$ cat config.mk
export PLATFORM = sky130hd
export DESIGN_NAME = flappy_display
export DESIGN_NICKNAME = d
export VERILOG_FILES = /design/src/design/flappy_pkg.sv /design/src/design/score_keeper.sv /design/src/design/text_overlay.sv /design/src/design/scene_layer.sv /design/src/design/pixel_mixer.sv /design/src/design/flappy_display.sv
export VERILOG_INCLUDE_DIRS = /design/src /design/src/include
export SDC_FILE = /design/constraint.sdc
export NUM_CORES = 1
export LEC_CHECK = 0
export BUFFER_PORTS_ARGS = -buffer_cell sky130_fd_sc_hd__buf_4
export CAP_MARGIN = 20
export CORE_ASPECT_RATIO = 1.1
export CORE_UTILIZATION = 40
export CTS_BUF_LIST = sky130_fd_sc_hd__clkbuf_8
export DETAILED_ROUTE_END_ITERATION = 8
export SYNTH_ARGS = -nofsm -noshare
export SYNTH_HDL_FRONTEND = slang
export SYNTH_SLANG_ARGS = --single-unit
export TNS_END_PERCENT = 100
$ cat constraint.sdc
create_clock -name clk -period 26.8 [get_ports clk]
set_input_delay 2.68 -clock clk [delete_from_list [all_inputs] [get_ports clk]]
set_output_delay 2.68 -clock clk [all_outputs]
set_load 0.05 [all_outputs]
$ cat src/include/glyph_table.svh
`ifndef GLYPH_TABLE_SVH
`define GLYPH_TABLE_SVH

// ====================
// 5x7 font
// ====================
// Seven rows packed top row first, bit 4 of a row is the leftmost column
function automatic logic [4:0] glyph_bits(
    input flappy_pkg::glyph_code_t code,
    input logic [2:0]              row
);
    logic [34:0] rows;
    logic [5:0]  base;
    rows = '0;
    base = 6'd34 - 6'(row * 5);
    case (code)
        5'd0: rows = {5'b01110, 5'b10001, 5'b10011, 5'b10101,
                      5'b11001, 5'b10001, 5'b01110};
        5'd1: rows = {5'b00100, 5'b01100, 5'b00100, 5'b00100,
                      5'b00100, 5'b00100, 5'b01110};
        5'd2: rows = {5'b01110, 5'b10001, 5'b00001, 5'b00010,
                      5'b00100, 5'b01000, 5'b11111};
        5'd3: rows = {5'b01110, 5'b10001, 5'b00001, 5'b00110,
                      5'b00001, 5'b10001, 5'b01110};
        5'd4: rows = {5'b00010, 5'b00110, 5'b01010, 5'b10010,
                      5'b11111, 5'b00010, 5'b00010};
        5'd5: rows = {5'b11111, 5'b10000, 5'b11110, 5'b00001,
                      5'b00001, 5'b10001, 5'b01110};
        5'd6: rows = {5'b01110, 5'b10000, 5'b11110, 5'b10001,
                      5'b10001, 5'b10001, 5'b01110};
        5'd7: rows = {5'b11111, 5'b00001, 5'b00010, 5'b00100,
                      5'b01000, 5'b01000, 5'b01000};
        5'd8: rows = {5'b01110, 5'b10001, 5'b10001, 5'b01110,
                      5'b10001, 5'b10001, 5'b01110};
        5'd9: rows = {5'b01110, 5'b10001, 5'b10001, 5'b01111,
                      5'b00001, 5'b00001, 5'b01110};

        // Letters of the game-over title
        flappy_pkg::CHAR_G: rows = {5'b01110, 5'b10001, 5'b10000, 5'b10111,
                                    5'b10001, 5'b10001, 5'b01110};
        flappy_pkg::CHAR_A: rows = {5'b01110, 5'b10001, 5'b10001, 5'b11111,
                                    5'b10001, 5'b10001, 5'b10001};
        flappy_pkg::CHAR_M: rows = {5'b10001, 5'b11011, 5'b10101, 5'b10101,
                                    5'b10001, 5'b10001, 5'b10001};
        flappy_pkg::CHAR_E: rows = {5'b11111, 5'b10000, 5'b10000, 5'b11110,
                                    5'b10000, 5'b10000, 5'b11111};
        flappy_pkg::CHAR_O: rows = {5'b01110, 5'b10001, 5'b10001, 5'b10001,
                                    5'b10001, 5'b10001, 5'b01110};
        flappy_pkg::CHAR_V: rows = {5'b10001, 5'b10001, 5'b10001, 5'b10001,
                                    5'b01010, 5'b01010, 5'b00100};
        flappy_pkg::CHAR_R: rows = {5'b11110, 5'b10001, 5'b10001, 5'b11110,
                                    5'b10100, 5'b10010, 5'b10001};
        default: rows = '0; // Space and unused codes stay dark
    endcase

    // Row 7 is the spacing row below the glyph
    if (row == 3'd7) begin
        return 5'b00000;
    end
    return rows[base -: 5];
endfunction

`endif

$ cat src/design/flappy_pkg.sv
`default_nettype none

package flappy_pkg;

    // ====================
    // Colours
    // ====================
    typedef logic [11:0] color_t; // 4 bits each of R, G, B

    localparam color_t BLACK        = 12'h000;
    localparam color_t SKY_COLOR    = 12'h5CC; // Teal sky
    localparam color_t PIPE_COLOR   = 12'h0F0;
    localparam color_t TEXT_COLOR   = 12'hFFF;
    localparam color_t GROUND_COLOR = 12'hDD9; // Sandy tan
    localparam color_t BIRD_COLOR   = 12'hFD0;

    // ====================
    // Screen geometry
    // ====================
    typedef logic [9:0] coord_t;

    localparam integer ACTIVE_X_START = 144;  // First visible column of the scan
    localparam integer ACTIVE_Y_START = 35;
    localparam integer ACTIVE_WIDTH   = 640;
    localparam integer ACTIVE_HEIGHT  = 481;  // Visible lines 35 to 515

    // 5x7 glyph plus one blank column and row, scaled up
    localparam integer PIXEL_SCALE = 2;
    localparam integer CHAR_W      = 6 * PIXEL_SCALE;
    localparam integer CHAR_H      = 8 * PIXEL_SCALE;

    localparam integer BIRD_X   = 200;
    localparam integer BIRD_W   = 24;
    localparam integer BIRD_H   = 24;
    localparam integer GROUND_H = 24;

    // ====================
    // Text layout
    // ====================
    localparam integer GO_LEN     = 9; // "GAME OVER"
    localparam integer SCORE_Y    = ACTIVE_Y_START + CHAR_H;
    localparam integer GO_Y       = ACTIVE_Y_START + (ACTIVE_HEIGHT / 2) - CHAR_H;
    localparam integer GO_SCORE_Y = GO_Y + CHAR_H + (4 * PIXEL_SCALE);

    // Glyph codes, 0 to 9 are the digits themselves
    typedef logic [4:0] glyph_code_t;

    localparam glyph_code_t CHAR_G     = 5'd10;
    localparam glyph_code_t CHAR_A     = 5'd11;
    localparam glyph_code_t CHAR_M     = 5'd12;
    localparam glyph_code_t CHAR_E     = 5'd13;
    localparam glyph_code_t CHAR_O     = 5'd14;
    localparam glyph_code_t CHAR_V     = 5'd15;
    localparam glyph_code_t CHAR_R     = 5'd16;
    localparam glyph_code_t CHAR_SPACE = 5'd31;

    typedef enum logic {
        PLAYING = 1'b0,
        OVER    = 1'b1
    } game_state_t;

endpackage

`default_nettype wire

$ cat src/design/score_keeper.sv
`timescale 1ns/100ps
`default_nettype none

module score_keeper #(
    parameter int SCORE_W = 16
) (
    input  wire logic                    clk,
    input  wire logic                    reset,
    input  wire logic                    bird_alive,
    input  wire logic                    pipe_passed,
    output logic [SCORE_W-1:0]           score,
    output logic [3:0][3:0]              digits,     // digits[0] is the units digit
    output flappy_pkg::game_state_t      game_state
);

    logic           point;       // Qualified pipe strobe
    logic           prev_alive;
    logic [3:0][3:0] next_digits;
    logic           carry;

    assign point = pipe_passed && bird_alive;

    // ====================
    // Decimal digit counter
    // ====================
    // Ripple a carry through the BCD digits, 9999 rolls back to 0
    always_comb begin
        carry = 1'b1;
        for (int i = 0; i < 4; i++) begin
            next_digits[i] = digits[i];
            if (carry) begin
                if (digits[i] == 4'd9) begin
                    next_digits[i] = 4'd0;
                end else begin
                    next_digits[i] = digits[i] + 4'd1;
                    carry          = 1'b0;
                end
            end
        end
    end

    always_ff @(posedge clk or posedge reset) begin
        if (reset) begin
            score  <= '0;
            digits <= '0;
        end else if (point) begin
            score  <= score + 1'b1;
            digits <= next_digits;
        end
    end

    // ====================
    // Game state
    // ====================
    always_ff @(posedge clk or posedge reset) begin
        if (reset) begin
            prev_alive <= 1'b0;
            game_state <= flappy_pkg::PLAYING;
        end else begin
            prev_alive <= bird_alive;
            if (bird_alive) begin
                game_state <= flappy_pkg::PLAYING;
            end else if (prev_alive) begin
                game_state <= flappy_pkg::OVER; // Falling edge of alive
            end
        end
    end

endmodule

`default_nettype wire

$ cat src/design/text_overlay.sv
`timescale 1ns/100ps
`default_nettype none

module text_overlay (
    input  wire logic                    clk,
    input  wire logic                    reset,
    input  wire flappy_pkg::coord_t      h_count,
    input  wire flappy_pkg::coord_t      v_count,
    input  wire logic [3:0][3:0]         digits,
    input  wire flappy_pkg::game_state_t game_state,
    output logic                         text_on
);

    `include "glyph_table.svh"

    // Title is fixed, so its left edge is a constant
    localparam flappy_pkg::coord_t GO_X0 = flappy_pkg::coord_t'(flappy_pkg::ACTIVE_X_START +
        (flappy_pkg::ACTIVE_WIDTH - flappy_pkg::GO_LEN * flappy_pkg::CHAR_W) / 2);

    logic                    over;
    logic [2:0]              score_len;   // 1 to 4 shown digits
    flappy_pkg::coord_t      score_w_px;
    flappy_pkg::coord_t      score_x0;
    flappy_pkg::coord_t      score_dx;
    flappy_pkg::coord_t      score_dy;
    flappy_pkg::coord_t      go_dx;
    flappy_pkg::coord_t      go_dy;
    logic                    score_in_x;
    logic                    score_row_top;
    logic                    score_row_go;
    logic                    go_in_x;
    logic                    go_row;
    logic [1:0]              score_idx;
    logic [1:0]              score_sel;
    logic [3:0]              go_idx;
    flappy_pkg::glyph_code_t score_code;
    logic                    text_next;

    // Lit test for a pixel at offset dx, dy from the top left of a text line
    function automatic logic glyph_pixel(
        input flappy_pkg::glyph_code_t code,
        input flappy_pkg::coord_t      dx,
        input flappy_pkg::coord_t      dy
    );
        logic [2:0] col;
        logic [3:0] row;
        logic [4:0] bits;
        col  = 3'((dx % flappy_pkg::CHAR_W) / flappy_pkg::PIXEL_SCALE);
        row  = 4'(dy / flappy_pkg::PIXEL_SCALE);
        bits = glyph_bits(code, row[2:0]);
        if ((col < 3'd5) && (row < 4'd7)) begin
            return bits[3'd4 - col];
        end
        return 1'b0;
    endfunction

    function automatic flappy_pkg::glyph_code_t go_code(input logic [3:0] idx);
        case (idx)
            4'd0:    return flappy_pkg::CHAR_G;
            4'd1:    return flappy_pkg::CHAR_A;
            4'd2:    return flappy_pkg::CHAR_M;
            4'd3:    return flappy_pkg::CHAR_E;
            4'd5:    return flappy_pkg::CHAR_O;
            4'd6:    return flappy_pkg::CHAR_V;
            4'd7:    return flappy_pkg::CHAR_E;
            4'd8:    return flappy_pkg::CHAR_R;
            default: return flappy_pkg::CHAR_SPACE;
        endcase
    endfunction

    assign over = (game_state == flappy_pkg::OVER);

    // ====================
    // Score line
    // ====================
    // Leading zeros suppressed, a lone zero still shows
    always_comb begin
        if (digits[3] != 4'd0) begin
            score_len = 3'd4;
        end else if (digits[2] != 4'd0) begin
            score_len = 3'd3;
        end else if (digits[1] != 4'd0) begin
            score_len = 3'd2;
        end else begin
            score_len = 3'd1;
        end
    end

    assign score_w_px = flappy_pkg::coord_t'(score_len * flappy_pkg::CHAR_W);
    assign score_x0   = flappy_pkg::coord_t'(flappy_pkg::ACTIVE_X_START +
                        (flappy_pkg::ACTIVE_WIDTH - score_w_px) / 2);
    assign score_dx   = h_count - score_x0;
    assign score_in_x = (h_count >= score_x0) && (h_count < score_x0 + score_w_px);

    assign score_row_top = (v_count >= flappy_pkg::SCORE_Y) &&
                           (v_count < flappy_pkg::SCORE_Y + flappy_pkg::CHAR_H);
    assign score_row_go  = over && (v_count >= flappy_pkg::GO_SCORE_Y) &&
                           (v_count < flappy_pkg::GO_SCORE_Y + flappy_pkg::CHAR_H);
    assign score_dy      = score_row_top ?
                           flappy_pkg::coord_t'(v_count - flappy_pkg::SCORE_Y) :
                           flappy_pkg::coord_t'(v_count - flappy_pkg::GO_SCORE_Y);

    // Leftmost shown character is the most significant digit
    assign score_idx  = 2'(score_dx / flappy_pkg::CHAR_W);
    assign score_sel  = 2'(score_len - 3'd1 - {1'b0, score_idx});
    assign score_code = {1'b0, digits[score_sel]};

    // ====================
    // Title line
    // ====================
    assign go_dx   = h_count - GO_X0;
    assign go_dy   = flappy_pkg::coord_t'(v_count - flappy_pkg::GO_Y);
    assign go_idx  = 4'(go_dx / flappy_pkg::CHAR_W);
    assign go_in_x = (h_count >= GO_X0) &&
                     (h_count < GO_X0 + flappy_pkg::GO_LEN * flappy_pkg::CHAR_W);
    assign go_row  = over && (v_count >= flappy_pkg::GO_Y) &&
                     (v_count < flappy_pkg::GO_Y + flappy_pkg::CHAR_H);

    assign text_next = ((score_row_top || score_row_go) && score_in_x &&
                        glyph_pixel(score_code, score_dx, score_dy)) ||
                       (go_row && go_in_x && glyph_pixel(go_code(go_idx), go_dx, go_dy));

    always_ff @(posedge clk or posedge reset) begin
        if (reset) begin
            text_on <= 1'b0;
        end else begin
            text_on <= text_next;
        end
    end

endmodule

`default_nettype wire

$ cat src/design/scene_layer.sv
`timescale 1ns/100ps
`default_nettype none

module scene_layer (
    input  wire logic               clk,
    input  wire logic               reset,
    input  wire flappy_pkg::coord_t h_count,
    input  wire flappy_pkg::coord_t v_count,
    input  wire flappy_pkg::coord_t bird_y,   // Top row of the bird box
    input  wire logic               pipe_pixel,
    output flappy_pkg::color_t      scene_rgb
);

    // Ground band sits on the last visible lines
    localparam integer GROUND_Y = flappy_pkg::ACTIVE_Y_START + flappy_pkg::ACTIVE_HEIGHT -
                                  flappy_pkg::GROUND_H;
    localparam integer GROUND_END = flappy_pkg::ACTIVE_Y_START + flappy_pkg::ACTIVE_HEIGHT;

    logic               bird_on;
    logic               ground_on;
    flappy_pkg::color_t scene_next;

    // Compared at integer width so bird_y near the bottom cannot wrap
    assign bird_on = (h_count >= flappy_pkg::BIRD_X) &&
                     (h_count < flappy_pkg::BIRD_X + flappy_pkg::BIRD_W) &&
                     (v_count >= bird_y) &&
                     (v_count < bird_y + flappy_pkg::BIRD_H);

    assign ground_on = (v_count >= GROUND_Y) && (v_count < GROUND_END);

    // ====================
    // Layer priority
    // ====================
    always_comb begin
        if (bird_on) begin
            scene_next = flappy_pkg::BIRD_COLOR;
        end else if (ground_on) begin
            scene_next = flappy_pkg::GROUND_COLOR; // Ground hides pipe feet
        end else if (pipe_pixel) begin
            scene_next = flappy_pkg::PIPE_COLOR;
        end else begin
            scene_next = flappy_pkg::SKY_COLOR;
        end
    end

    always_ff @(posedge clk or posedge reset) begin
        if (reset) begin
            scene_rgb <= flappy_pkg::BLACK;
        end else begin
            scene_rgb <= scene_next;
        end
    end

endmodule

`default_nettype wire

$ cat src/design/pixel_mixer.sv
`timescale 1ns/100ps
`default_nettype none

module pixel_mixer (
    input  wire logic               clk,
    input  wire logic               reset,
    input  wire logic               bright,     // High in the visible window
    input  wire logic               text_on,
    input  wire flappy_pkg::color_t scene_rgb,
    output flappy_pkg::color_t      rgb
);

    logic bright_d; // Lines up with the registered layer outputs

    always_ff @(posedge clk or posedge reset) begin
        if (reset) begin
            bright_d <= 1'b0;
        end else begin
            bright_d <= bright;
        end
    end

    // ====================
    // Output stage
    // ====================
    // Text sits above every scene layer
    always_ff @(posedge clk or posedge reset) begin
        if (reset) begin
            rgb <= flappy_pkg::BLACK;
        end else if (!bright_d) begin
            rgb <= flappy_pkg::BLACK;
        end else if (text_on) begin
            rgb <= flappy_pkg::TEXT_COLOR;
        end else begin
            rgb <= scene_rgb;
        end
    end

endmodule

`default_nettype wire

$ cat src/design/flappy_display.sv
`timescale 1ns/100ps
`default_nettype none

module flappy_display #(
    parameter int SCORE_W = 16
) (
    input  wire logic               clk,
    input  wire logic               reset,
    input  wire logic               bright,
    input  wire flappy_pkg::coord_t h_count,
    input  wire flappy_pkg::coord_t v_count,
    input  wire flappy_pkg::coord_t bird_y,
    input  wire logic               bird_alive,
    input  wire logic               pipe_passed,
    input  wire logic               pipe_pixel,
    output flappy_pkg::color_t      rgb,
    output logic [SCORE_W-1:0]      score,
    output logic                    game_over
);

    logic [3:0][3:0]         digits;
    flappy_pkg::game_state_t game_state;
    logic                    text_on;
    flappy_pkg::color_t      scene_rgb;

    assign game_over = (game_state == flappy_pkg::OVER);

    score_keeper #(
        .SCORE_W(SCORE_W)
    ) score_keeper_i (
        .clk        (clk),
        .reset      (reset),
        .bird_alive (bird_alive),
        .pipe_passed(pipe_passed),
        .score      (score),
        .digits     (digits),
        .game_state (game_state)
    );

    // Text and scene run side by side, one stage each
    text_overlay text_overlay_i (
        .clk       (clk),
        .reset     (reset),
        .h_count   (h_count),
        .v_count   (v_count),
        .digits    (digits),
        .game_state(game_state),
        .text_on   (text_on)
    );

    scene_layer scene_layer_i (
        .clk       (clk),
        .reset     (reset),
        .h_count   (h_count),
        .v_count   (v_count),
        .bird_y    (bird_y),
        .pipe_pixel(pipe_pixel),
        .scene_rgb (scene_rgb)
    );

    pixel_mixer pixel_mixer_i (
        .clk      (clk),
        .reset    (reset),
        .bright   (bright),
        .text_on  (text_on),
        .scene_rgb(scene_rgb),
        .rgb      (rgb)
    );

endmodule

`default_nettype wire

==> results_dict.tcl, run 1 <==
set metrics [dict create \
    rsz0062_at_grt "no" \
    dpl_worst_slack_ns 12.98 \
    drtAntennaViolNets 0 \
    startpoint_type "input port" \
    die_height_um 174 \
    synth_cell_type_count 107 \
    cp-end-kind "flop" \
    cts_buffers 5 \
    clock_latency_ns 0.32 \
    firstDrtPassIters 6 \
    die_w_um 158 \
    postCtsSetupBuffers 0 \
    timing.rr.start "score_keeper_i.digits[9]" \
    slew_violations 0 \
    syn_avg_cell_area_sq_um 7.24 \
    yosys_most_used_dff "dfrtp_1" \
    post_dp_cell_area_sq_um 11400 \
    powerDensity_nw_per_um2 86.6 \
    ir_worst_vdd_v 0.0000416 \
    synthArstFlopShare_pct 100 \
    hold_end "pixel_mixer_i.rgb[5]" \
    final_min_period_over_clock_period_pct 51.1 \
    post-route-drc-count 0 \
    stdcell_area_sq_um 11500 \
    gp_congestion 0.978 \
    cts_sinks 55 \
    clock-root-buffer "clkbuf_8" \
    tns_ns 0 \
    drive_gt1_share_pct 11.3 \
    status "finished, final reports clean" \
    antenna_found_initial 0 \
    timing.fmax_mhz 73.1 \
    post-route-util_pct 44.0 \
    grtUsageTotal_pct 25.6 \
    slew_headroom_pct 31.4 \
    cp_slowest_stage_delay_ns 0.72 \
    rows 62 \
    worst_slack_ns 13.12 \
    netlist.area_leader.share_pct 12.8 \
    r2r_cells 39 \
    place_hpwl_um 27100 \
    htree_levels 2 \
    fillerInstances 2777 \
    grt_pass1_wl_um 58100 \
    grt_pass1_vias 11000 \
    worstMarginPinSlew_ns 1.02 \
    setup_viol 0 \
    ctsHoldBuffers 0 \
    yosys-top-cells-area "dfrtp_1 (13%), ha_1 (8.2%), xnor2_1 (4.8%)" \
    hold_depth 1 \
    drt-total-wl_um 35800 \
    netlist_area_sq_um 10700 \
    skew_ns 0.0127 \
    ctsLongestPathBuffers 2 \
    hold_start "scene_layer_i.scene_rgb[5]" \
    drt_iter0_drc 1230 \
    synth_edf_count 0 \
    yosysSeqAreaShare_pct 12.8 \
    die-area_sq_um 27500 \
    regArea_sq_um 1380 \
    ys_ff_latch 55 \
    cts_tree "yes" \
    cts_resized 0 \
    yosys-top-cells-count "nand2_1 (118), nor2_1 (111), o21ai_0 (101)" \
    arrival_ns 13.90 \
    vias 12100 \
    final_net_count 1591 \
    synth_area_leader_cell "dfrtp_1" \
    grt_max_degree 71 \
    crit_required_ns 27.01 \
    syn2layout_area_growth_pct 7.54 \
    r2r_slack_ns 15.25 \
    vias_per_cell 6.60 \
    hold_viol_final 0 \
    yosys_warnings 0 \
    fin_crit_ns 13.68 \
    multi_input_area_sq_um 8750 \
    synth_most_common_cell "nand2_1" \
    clk_pin_slew_ns 0.11 \
    start_util_pct 41.0 \
    portBuffers 64 \
    leakagePower_nw 4.47 \
    critPathKind "in2reg" \
    min_path_type "reg2reg" \
    holdWs_ns 0.460 \
    reg2reg_to "text_overlay_i.text_on" \
    grt-ovfl-total 0 \
    ios 65 \
    core_sq_um 26200 \
    synthCells 1484 \
    diodes 0 \
    cp_max_fo 22 \
    crit_slowest_cell "xnor2_1" \
    maxCapViolCount 0 \
    routedWlPerCell_um 19.5 \
]
kinds of logic after synthesis:
group / synth area share [%]
simple gates: 25.8
xor+xnor: 7.07
mux: 2.98
buf+inv: 5.92
fa+ha+maj: 9.18
compound gates: 36.1
flops: 12.8
other cells: 0.0699
metrics by stage:
stage                     power (mW)  cells
after detailed placement       0.913   1823
final                           1.00   1833
after CTS                      0.976   1831
after global routing            1.07   1833
after global placement         0.921   1823
after floorplan                0.709   1486
critical path, delay by kind of cell:
kind,cells,cell delay (ns)
xor+xnor,1,0.72
compound gates,15,2.90
fa+ha+maj,5,1.63
buf+inv,4,0.84
mux,1,0.26
simple gates,19,4.84
final cells by class:
class                   instances  area share, %
inverters                      64           2.08
multi-input cells            1271           75.8
clock inverters                 3          0.433
clock buffers                   5          0.596
well taps                     352           3.81
flip-flops and latches         55           11.9
repair buffers                 83           5.40
cell usage in the layout, fill, tap and decap left out, drive strengths merged, types with 12 or more instances in the layout:
| cell | netlist | routed |
|---|---|---|
| nand2 | 119 | 119 |
| o22ai | 13 | 13 |
| o211ai | 44 | 44 |
| o31ai | 15 | 15 |
| mux2i | 14 | 14 |
| nor4 | 17 | 17 |
| nor3 | 65 | 65 |
| nor2b | 20 | 20 |
| and2 | 14 | 14 |
| a21oi | 86 | 86 |
| o2111ai | 12 | 12 |
| nand4 | 38 | 38 |
| inv | 60 | 62 |
| nor2 | 114 | 114 |
| o21a | 21 | 21 |
| a31oi | 28 | 28 |
| a21o | 18 | 18 |
| xor2 | 25 | 25 |
| or4 | 12 | 12 |
| dfrtp | 55 | 55 |
| a311oi | 18 | 18 |
| ha | 70 | 70 |
| buf | 23 | 81 |
| nand2b | 25 | 25 |
| xnor2 | 60 | 60 |
| a211oi | 24 | 24 |
| nand3 | 60 | 60 |
| o21ai | 115 | 115 |
worst max-delay path by stage:
stage                     startpoint                      to  slack [ns]  cells past startpoint
final                     h_count[1]  text_overlay_i.text_on       13.12                     45
after global routing      h_count[1]  text_overlay_i.text_on       12.29                     45
after CTS                 h_count[1]  text_overlay_i.text_on       13.27                     45
after detailed placement  h_count[1]  text_overlay_i.text_on       12.98                     45
after global placement    h_count[1]  text_overlay_i.text_on       13.26                     45
after floorplan           h_count[1]  text_overlay_i.text_on       15.02                     48
state kept, by name (all words and copies together), names as in the netlist:
register and count:
score_keeper_i.game_state 1, scene_layer_i.scene_rgb 9, score_keeper_i.digits 16, text_overlay_i.text_on 1
pixel_mixer_i.bright_d 1, pixel_mixer_i.rgb 10, score_keeper_i.score 16, score_keeper_i.prev_alive 1
report_power, final:
group | internal [mW] | switching, mW
logic | 0.280 | 0.553
registers | 0.0944 | 0.0150
clock network | 0.0289 | 0.0293
metal layers:
layer  track usage [%]  routed length (um)
met5                 0                   0
met4              8.89                1230
met3              1.80                2680
met2              42.2               16900
met1              35.1               15000
Note: power is estimated with default switching activity, not from simulation.
==> run 2, diff against run 1 <==
clock period = 11.85 ns   (was 26.8 ns; I/O delays follow)
==> run 2 against run 1 <==
  * Non-clock buffer count is 11 higher
  * Final area is 0.61% higher
  * Clock skew is 0.0021 ns lower
  * Worst setup slack worse by 12 ns
  * Core utilization is 0.27 points higher
  * First-iteration DRC count is 2.4% lower
  * Critical endpoint unchanged
  * Die area stayed put
  * Hold slack better by 0.0031 ns
  * Cell count is 0.60% higher
  * Global-route usage is 0.33 points higher
  * Sequential cell count stayed put
  * Critical path depth stayed put
==> results_dict.tcl, run 2 (synthesis gave the netlist of run 1 again) <==
set metrics [dict create \
    hold_start "scene_layer_i.scene_rgb[2]" \
    timing.rr.start "score_keeper_i.digits[15]" \
    ctsHoldBuffers 0 \
    rows 62 \
    critical_path.startpoint "h_count[1]" \
    powerDensity_nw_per_um2 196 \
    status "finished, final reports clean" \
    leakagePower_nw 4.52 \
    slew_headroom_pct 31.1 \
    htree_levels 2 \
    final_common_cell "nand2_1" \
    cp_max_fo 22 \
    crit_slowest_cell "a221oi_1" \
    ir_worst_vdd_v 0.000126 \
    met1_length_um 15400 \
    gp_congestion 0.988 \
    tns_ns 0 \
    syn2layout_area_growth_pct 8.19 \
    drtAntennaViolNets 0 \
    ios 65 \
    cts_sinks 55 \
    top_layer "met4" \
    hold_viol_final 0 \
    critPathKind "in2reg" \
    die_height_um 174 \
    ctsLongestPathBuffers 2 \
    post-route-drc-count 0 \
    r2r_cells 39 \
    cp-end-kind "flop" \
    clock_latency_ns 0.32 \
    arrival_ns 11.25 \
    timing.fmax_mhz 90.7 \
    grtUsageTotal_pct 26.0 \
    biggestRegsByFlops "score_keeper_i.digits x16, score_keeper_i.score x16, pixel_mixer_i.rgb x10" \
    wl_met3_um 2440 \
    wl_met2_um 17500 \
    diodes 0 \
    antenna_found_initial 0 \
    firstDrtPassIters 5 \
    maxCapViolCount 0 \
    startpoint_type "input port" \
    skew_ns 0.0107 \
    die-area_sq_um 27500 \
    final_net_count 1602 \
    setup_viol 0 \
    start_util_pct 41.0 \
    place_hpwl_um 27900 \
    min_path_type "reg2reg" \
    layout_common_cells "nand2_1 (118), nor2_1 (110), o21ai_0 (101)" \
    final_min_period_over_clock_period_pct 93.0 \
    drt_iter0_drc 1200 \
    die_w_um 158 \
    dpl_worst_slack_ns 0.426 \
    rsz0062_at_grt "no" \
    core_sq_um 26200 \
    worstMarginPinSlew_ns 1.03 \
    grt_pass1_wl_um 58800 \
    fin_crit_ns 11.02 \
    cp_slowest_stage_delay_ns 0.48 \
    vias_per_cell 6.60 \
    grt_max_degree 66 \
    worst_slack_ns 0.829 \
    cts_tree "yes" \
    clock-root-buffer "clkbuf_8" \
    clk_pin_slew_ns 0.11 \
    post_dp_cell_area_sq_um 11500 \
    routedWlPerCell_um 19.8 \
    vias 12200 \
    drt-total-wl_um 36600 \
    drive_gt1_share_pct 12.1 \
    cts_buffers 5 \
    grt-ovfl-total 0 \
    portBuffers 64 \
    grt_pass1_vias 11200 \
    stdcell_area_sq_um 11600 \
    crit_top_cell "ha_1" \
    crit_required_ns 12.08 \
    slew_violations 0 \
    hold_depth 1 \
]
run 2: power by group:
part	switching [mW]	internal, mW	total, mW
registers	0.0344	0.214	0.248
logic	1.27	0.650	1.92
clock network	0.0687	0.0440	0.113
run 2: per-stage QoR:
step	power, mW	hold WS, ns	instances	util, %
3_3_place_gp	2.10	0.432	1835	43.9
2_1_floorplan	1.60	0.428	1486	-
3_5_place_dp	2.10	0.437	1835	43.9
5_1_grt	2.44	0.488	1844	44.3
6_report	2.28	0.463	1844	44.3
4_1_cts	2.22	0.470	1843	44.2
run 2: area by class of cell:
type | count | area [sq um]
clock buffer | 5 | 68.8
clock inverter | 3 | 28.8
fill | 2757 | 14600
inverter | 64 | 240
multi-input combinational | 1271 | 8760
sequential | 55 | 1380
tap | 352 | 440
timing repair buffer | 94 | 706
run 2: worst max-delay path: cells and delay by family:
family / cells / cell delay, ns
fa+ha+maj: 5 / 1.56
xor+xnor: 1 / 0.19
buf+inv: 5 / 0.86
compound gates: 18 / 4.00
simple gates: 16 / 3.46
run 2: worst paths after layout:
check / endpoint / slack [ns]
max in group asynchronous: score_keeper_i.digits[5] / 10.32
worst min register to register: pixel_mixer_i.rgb[2] / 0.46
worst min-delay path: pixel_mixer_i.rgb[2] / 0.46
worst max register to register: text_overlay_i.text_on / 0.90
min in group asynchronous: score_keeper_i.score[13] / 1.05
worst max-delay path: text_overlay_i.text_on / 0.83
run 2: per-layer routing:
layer,GRT usage [%],vias to the layer above
li1,-,5707
met3,2.70,112
met4,9.46,0
met1,34.0,5738
met2,43.6,611
met5,0,-
run 2: timing repair:
action / in CTS / in global routing
buffers inserted: 0 / 1
resized for setup: 0 / 2
endpoints found under the setup margin: 0 / 1
==> run 3, diff against run 2 <==
RECOVER_POWER = 25   (was not set)
==> run 3 against run 2 <==
  * The flow now finishes with violations (capacitance limit, slew limit)
  * Largest cell class unchanged
  * Clock skew shrank 0.0011 ns
  * Non-clock buffer count is the same
  * Total power grew 0.13%
  * Count of clock-buffer cells in the layout is the same
  * Maximum frequency shrank 1.0%
  * Die area is the same
  * Register-to-register slack lost 0.07 ns
  * Combinational power is essentially flat
  * Sequential share of layout area is essentially flat
  * Highest routed layer unchanged
  * First-iteration DRC count shrank 4.1%
  * Core utilization is essentially flat
==> results_dict.tcl, run 3 (synthesis gave the netlist of run 1 again) <==
set metrics [dict create \
    crit_top_cell "ha_1" \
    start_util_pct 41.0 \
    stdcell_area_sq_um 11600 \
    drt_iter0_drc 1151 \
    hold_viol_final 0 \
    r2r_cells 39 \
    min_path_type "reg2reg" \
    powerDensity_nw_per_um2 197 \
    cp_slowest_stage_delay_ns 0.49 \
    vias 12200 \
    multi_input_area_sq_um 8760 \
    holdWs_ns 0.466 \
    firstDrtPassIters 6 \
    timing.fmax_mhz 89.8 \
    portBuffers 64 \
    timing.rr.start "score_keeper_i.digits[15]" \
    fillerInstances 2758 \
    grtUsageTotal_pct 26.0 \
    worstMarginPinSlew_ns 3.00 \
    clock-root-buffer "clkbuf_8" \
    ios 65 \
    finalPower_mw 2.28 \
    slew_violations 56 \
    skew_ns 0.00957 \
    grt_max_degree 66 \
    layout_common_cells "nand2_1 (118), nor2_1 (110), o21ai_0 (101)" \
    final_min_period_over_clock_period_pct 93.9 \
    final_net_count 1602 \
    grt_pass1_vias 11200 \
    slew_headroom_pct -100 \
    critical_path.startpoint "h_count[1]" \
    antenna_found_initial 0 \
    diodes 0 \
    gp_congestion 0.988 \
    fin_crit_ns 11.13 \
    post-route-drc-count 0 \
    drtAntennaViolNets 0 \
    tns_ns 0 \
    cp-end-kind "flop" \
    regArea_sq_um 1380 \
    path_buf_inv 6 \
    clock_latency_ns 0.32 \
    place_hpwl_um 27900 \
    syn2layout_area_growth_pct 8.12 \
    crit_family "compound AO/OA/AOI/OAI gates" \
    reg2reg_to "text_overlay_i.text_on" \
    ctsLongestPathBuffers 2 \
    crit_cells 47 \
    post_dp_cell_area_sq_um 11500 \
    arrival_ns 11.34 \
    biggestRegsByFlops "score_keeper_i.digits x16, score_keeper_i.score x16, pixel_mixer_i.rgb x10" \
    r2r_slack_ns 0.83 \
    drt-total-wl_um 36600 \
    crit_required_ns 12.06 \
    core_sq_um 26200 \
    cts_tree "yes" \
    violations "capacitance limit, slew limit" \
    drive_gt1_share_pct 11.9 \
    grt-ovfl-total 0 \
    rows 62 \
    setup_viol 0 \
    cts_sinks 55 \
    dpl_worst_slack_ns 0.426 \
    final_common_cell "nand2_1" \
    critPathKind "in2reg" \
    status "finished with violations" \
    maxCapViolCount 1 \
    endpoint "text_overlay_i.text_on" \
    cp_max_fo 22 \
    vias_per_cell 6.62 \
    post-route-util_pct 44.3 \
    htree_levels 2 \
    rsz0062_at_grt "no" \
    startpoint_type "input port" \
    crit_slowest_cell "a311oi_1" \
    leakagePower_nw 4.51 \
    routedWlPerCell_um 19.8 \
    die_w_um 158 \
    worst_slack_ns 0.718 \
    die-area_sq_um 27500 \
    finalNonFillerCells 1844 \
    ir_worst_vdd_v 0.000127 \
    clk_pin_slew_ns 0.11 \
    die_height_um 174 \
    grt_pass1_wl_um 58800 \
    cts_buffers 5 \
    place_inst 1835 \
]
run 3: cell types whose count changed in the layout (fill, tap and decap cells not counted):
cell,change
and2_0,+2
clkbuf_4,+2
inv_1,+1
buf_4,-4
clkbuf_1,+2
inv_2,-1
and2_1,-2
run 3: area by class of cell:
class,instances,share of cell area [%]
Multi-Input combinational cell,1271,75.4
Sequential cell,55,11.9
Timing Repair Buffer,94,6.01
Tap cell,352,3.79
Inverter,64,2.07
Clock buffer,5,0.593
Clock inverter,3,0.248
run 3: how the worst min path moves through the flow:
stage	end	slack, ns	cells after the start	from
global placement	pixel_mixer_i.rgb[4]	0.43	1	scene_layer_i.scene_rgb[4]
detailed placement	pixel_mixer_i.rgb[7]	0.44	1	scene_layer_i.scene_rgb[7]
finish	pixel_mixer_i.rgb[2]	0.47	1	scene_layer_i.scene_rgb[2]
global route	pixel_mixer_i.rgb[2]	0.49	1	scene_layer_i.scene_rgb[2]
floorplan	pixel_mixer_i.rgb[0]	0.43	1	scene_layer_i.scene_rgb[0]
CTS	pixel_mixer_i.rgb[2]	0.47	1	scene_layer_i.scene_rgb[2]
run 3: worst reg2reg max path: cells and delay by family (launching register included):
family	cells	cell delay (ns)
xor+xnor	1	0.17
flops	1	0.45
mux	1	0.63
fa+ha+maj	4	1.31
buf+inv	4	0.94
compound gates	17	4.01
simple gates	12	3.38
run 3: metal layers:
metal | routed length, um | part of all wire (%) | track usage [%] | up-vias
met1 | 15400 | 42 | 34.0 | 5771
met5 | 0 | 0 | 0 | -
met3 | 2490 | 6.8 | 2.70 | 109
li1 | - | - | - | 5710
met4 | 1250 | 3.4 | 9.46 | 0
met2 | 17400 | 48 | 43.6 | 620
run 3: where the power goes:
part	total (mW)	switching [mW]	leakage, nW	internal, mW
clock	0.113	0.0690	0.0502	0.0440
sequential	0.248	0.0343	0.708	0.214
combinational	1.92	1.27	3.75	0.650
total	2.28	1.38	4.51	0.907
run 3: timing repair:
action	4_1_cts	5_1_grt
gates resized for setup	0	2
endpoints found under the setup margin	0	1
buffers inserted	0	1
hold buffers	0	0
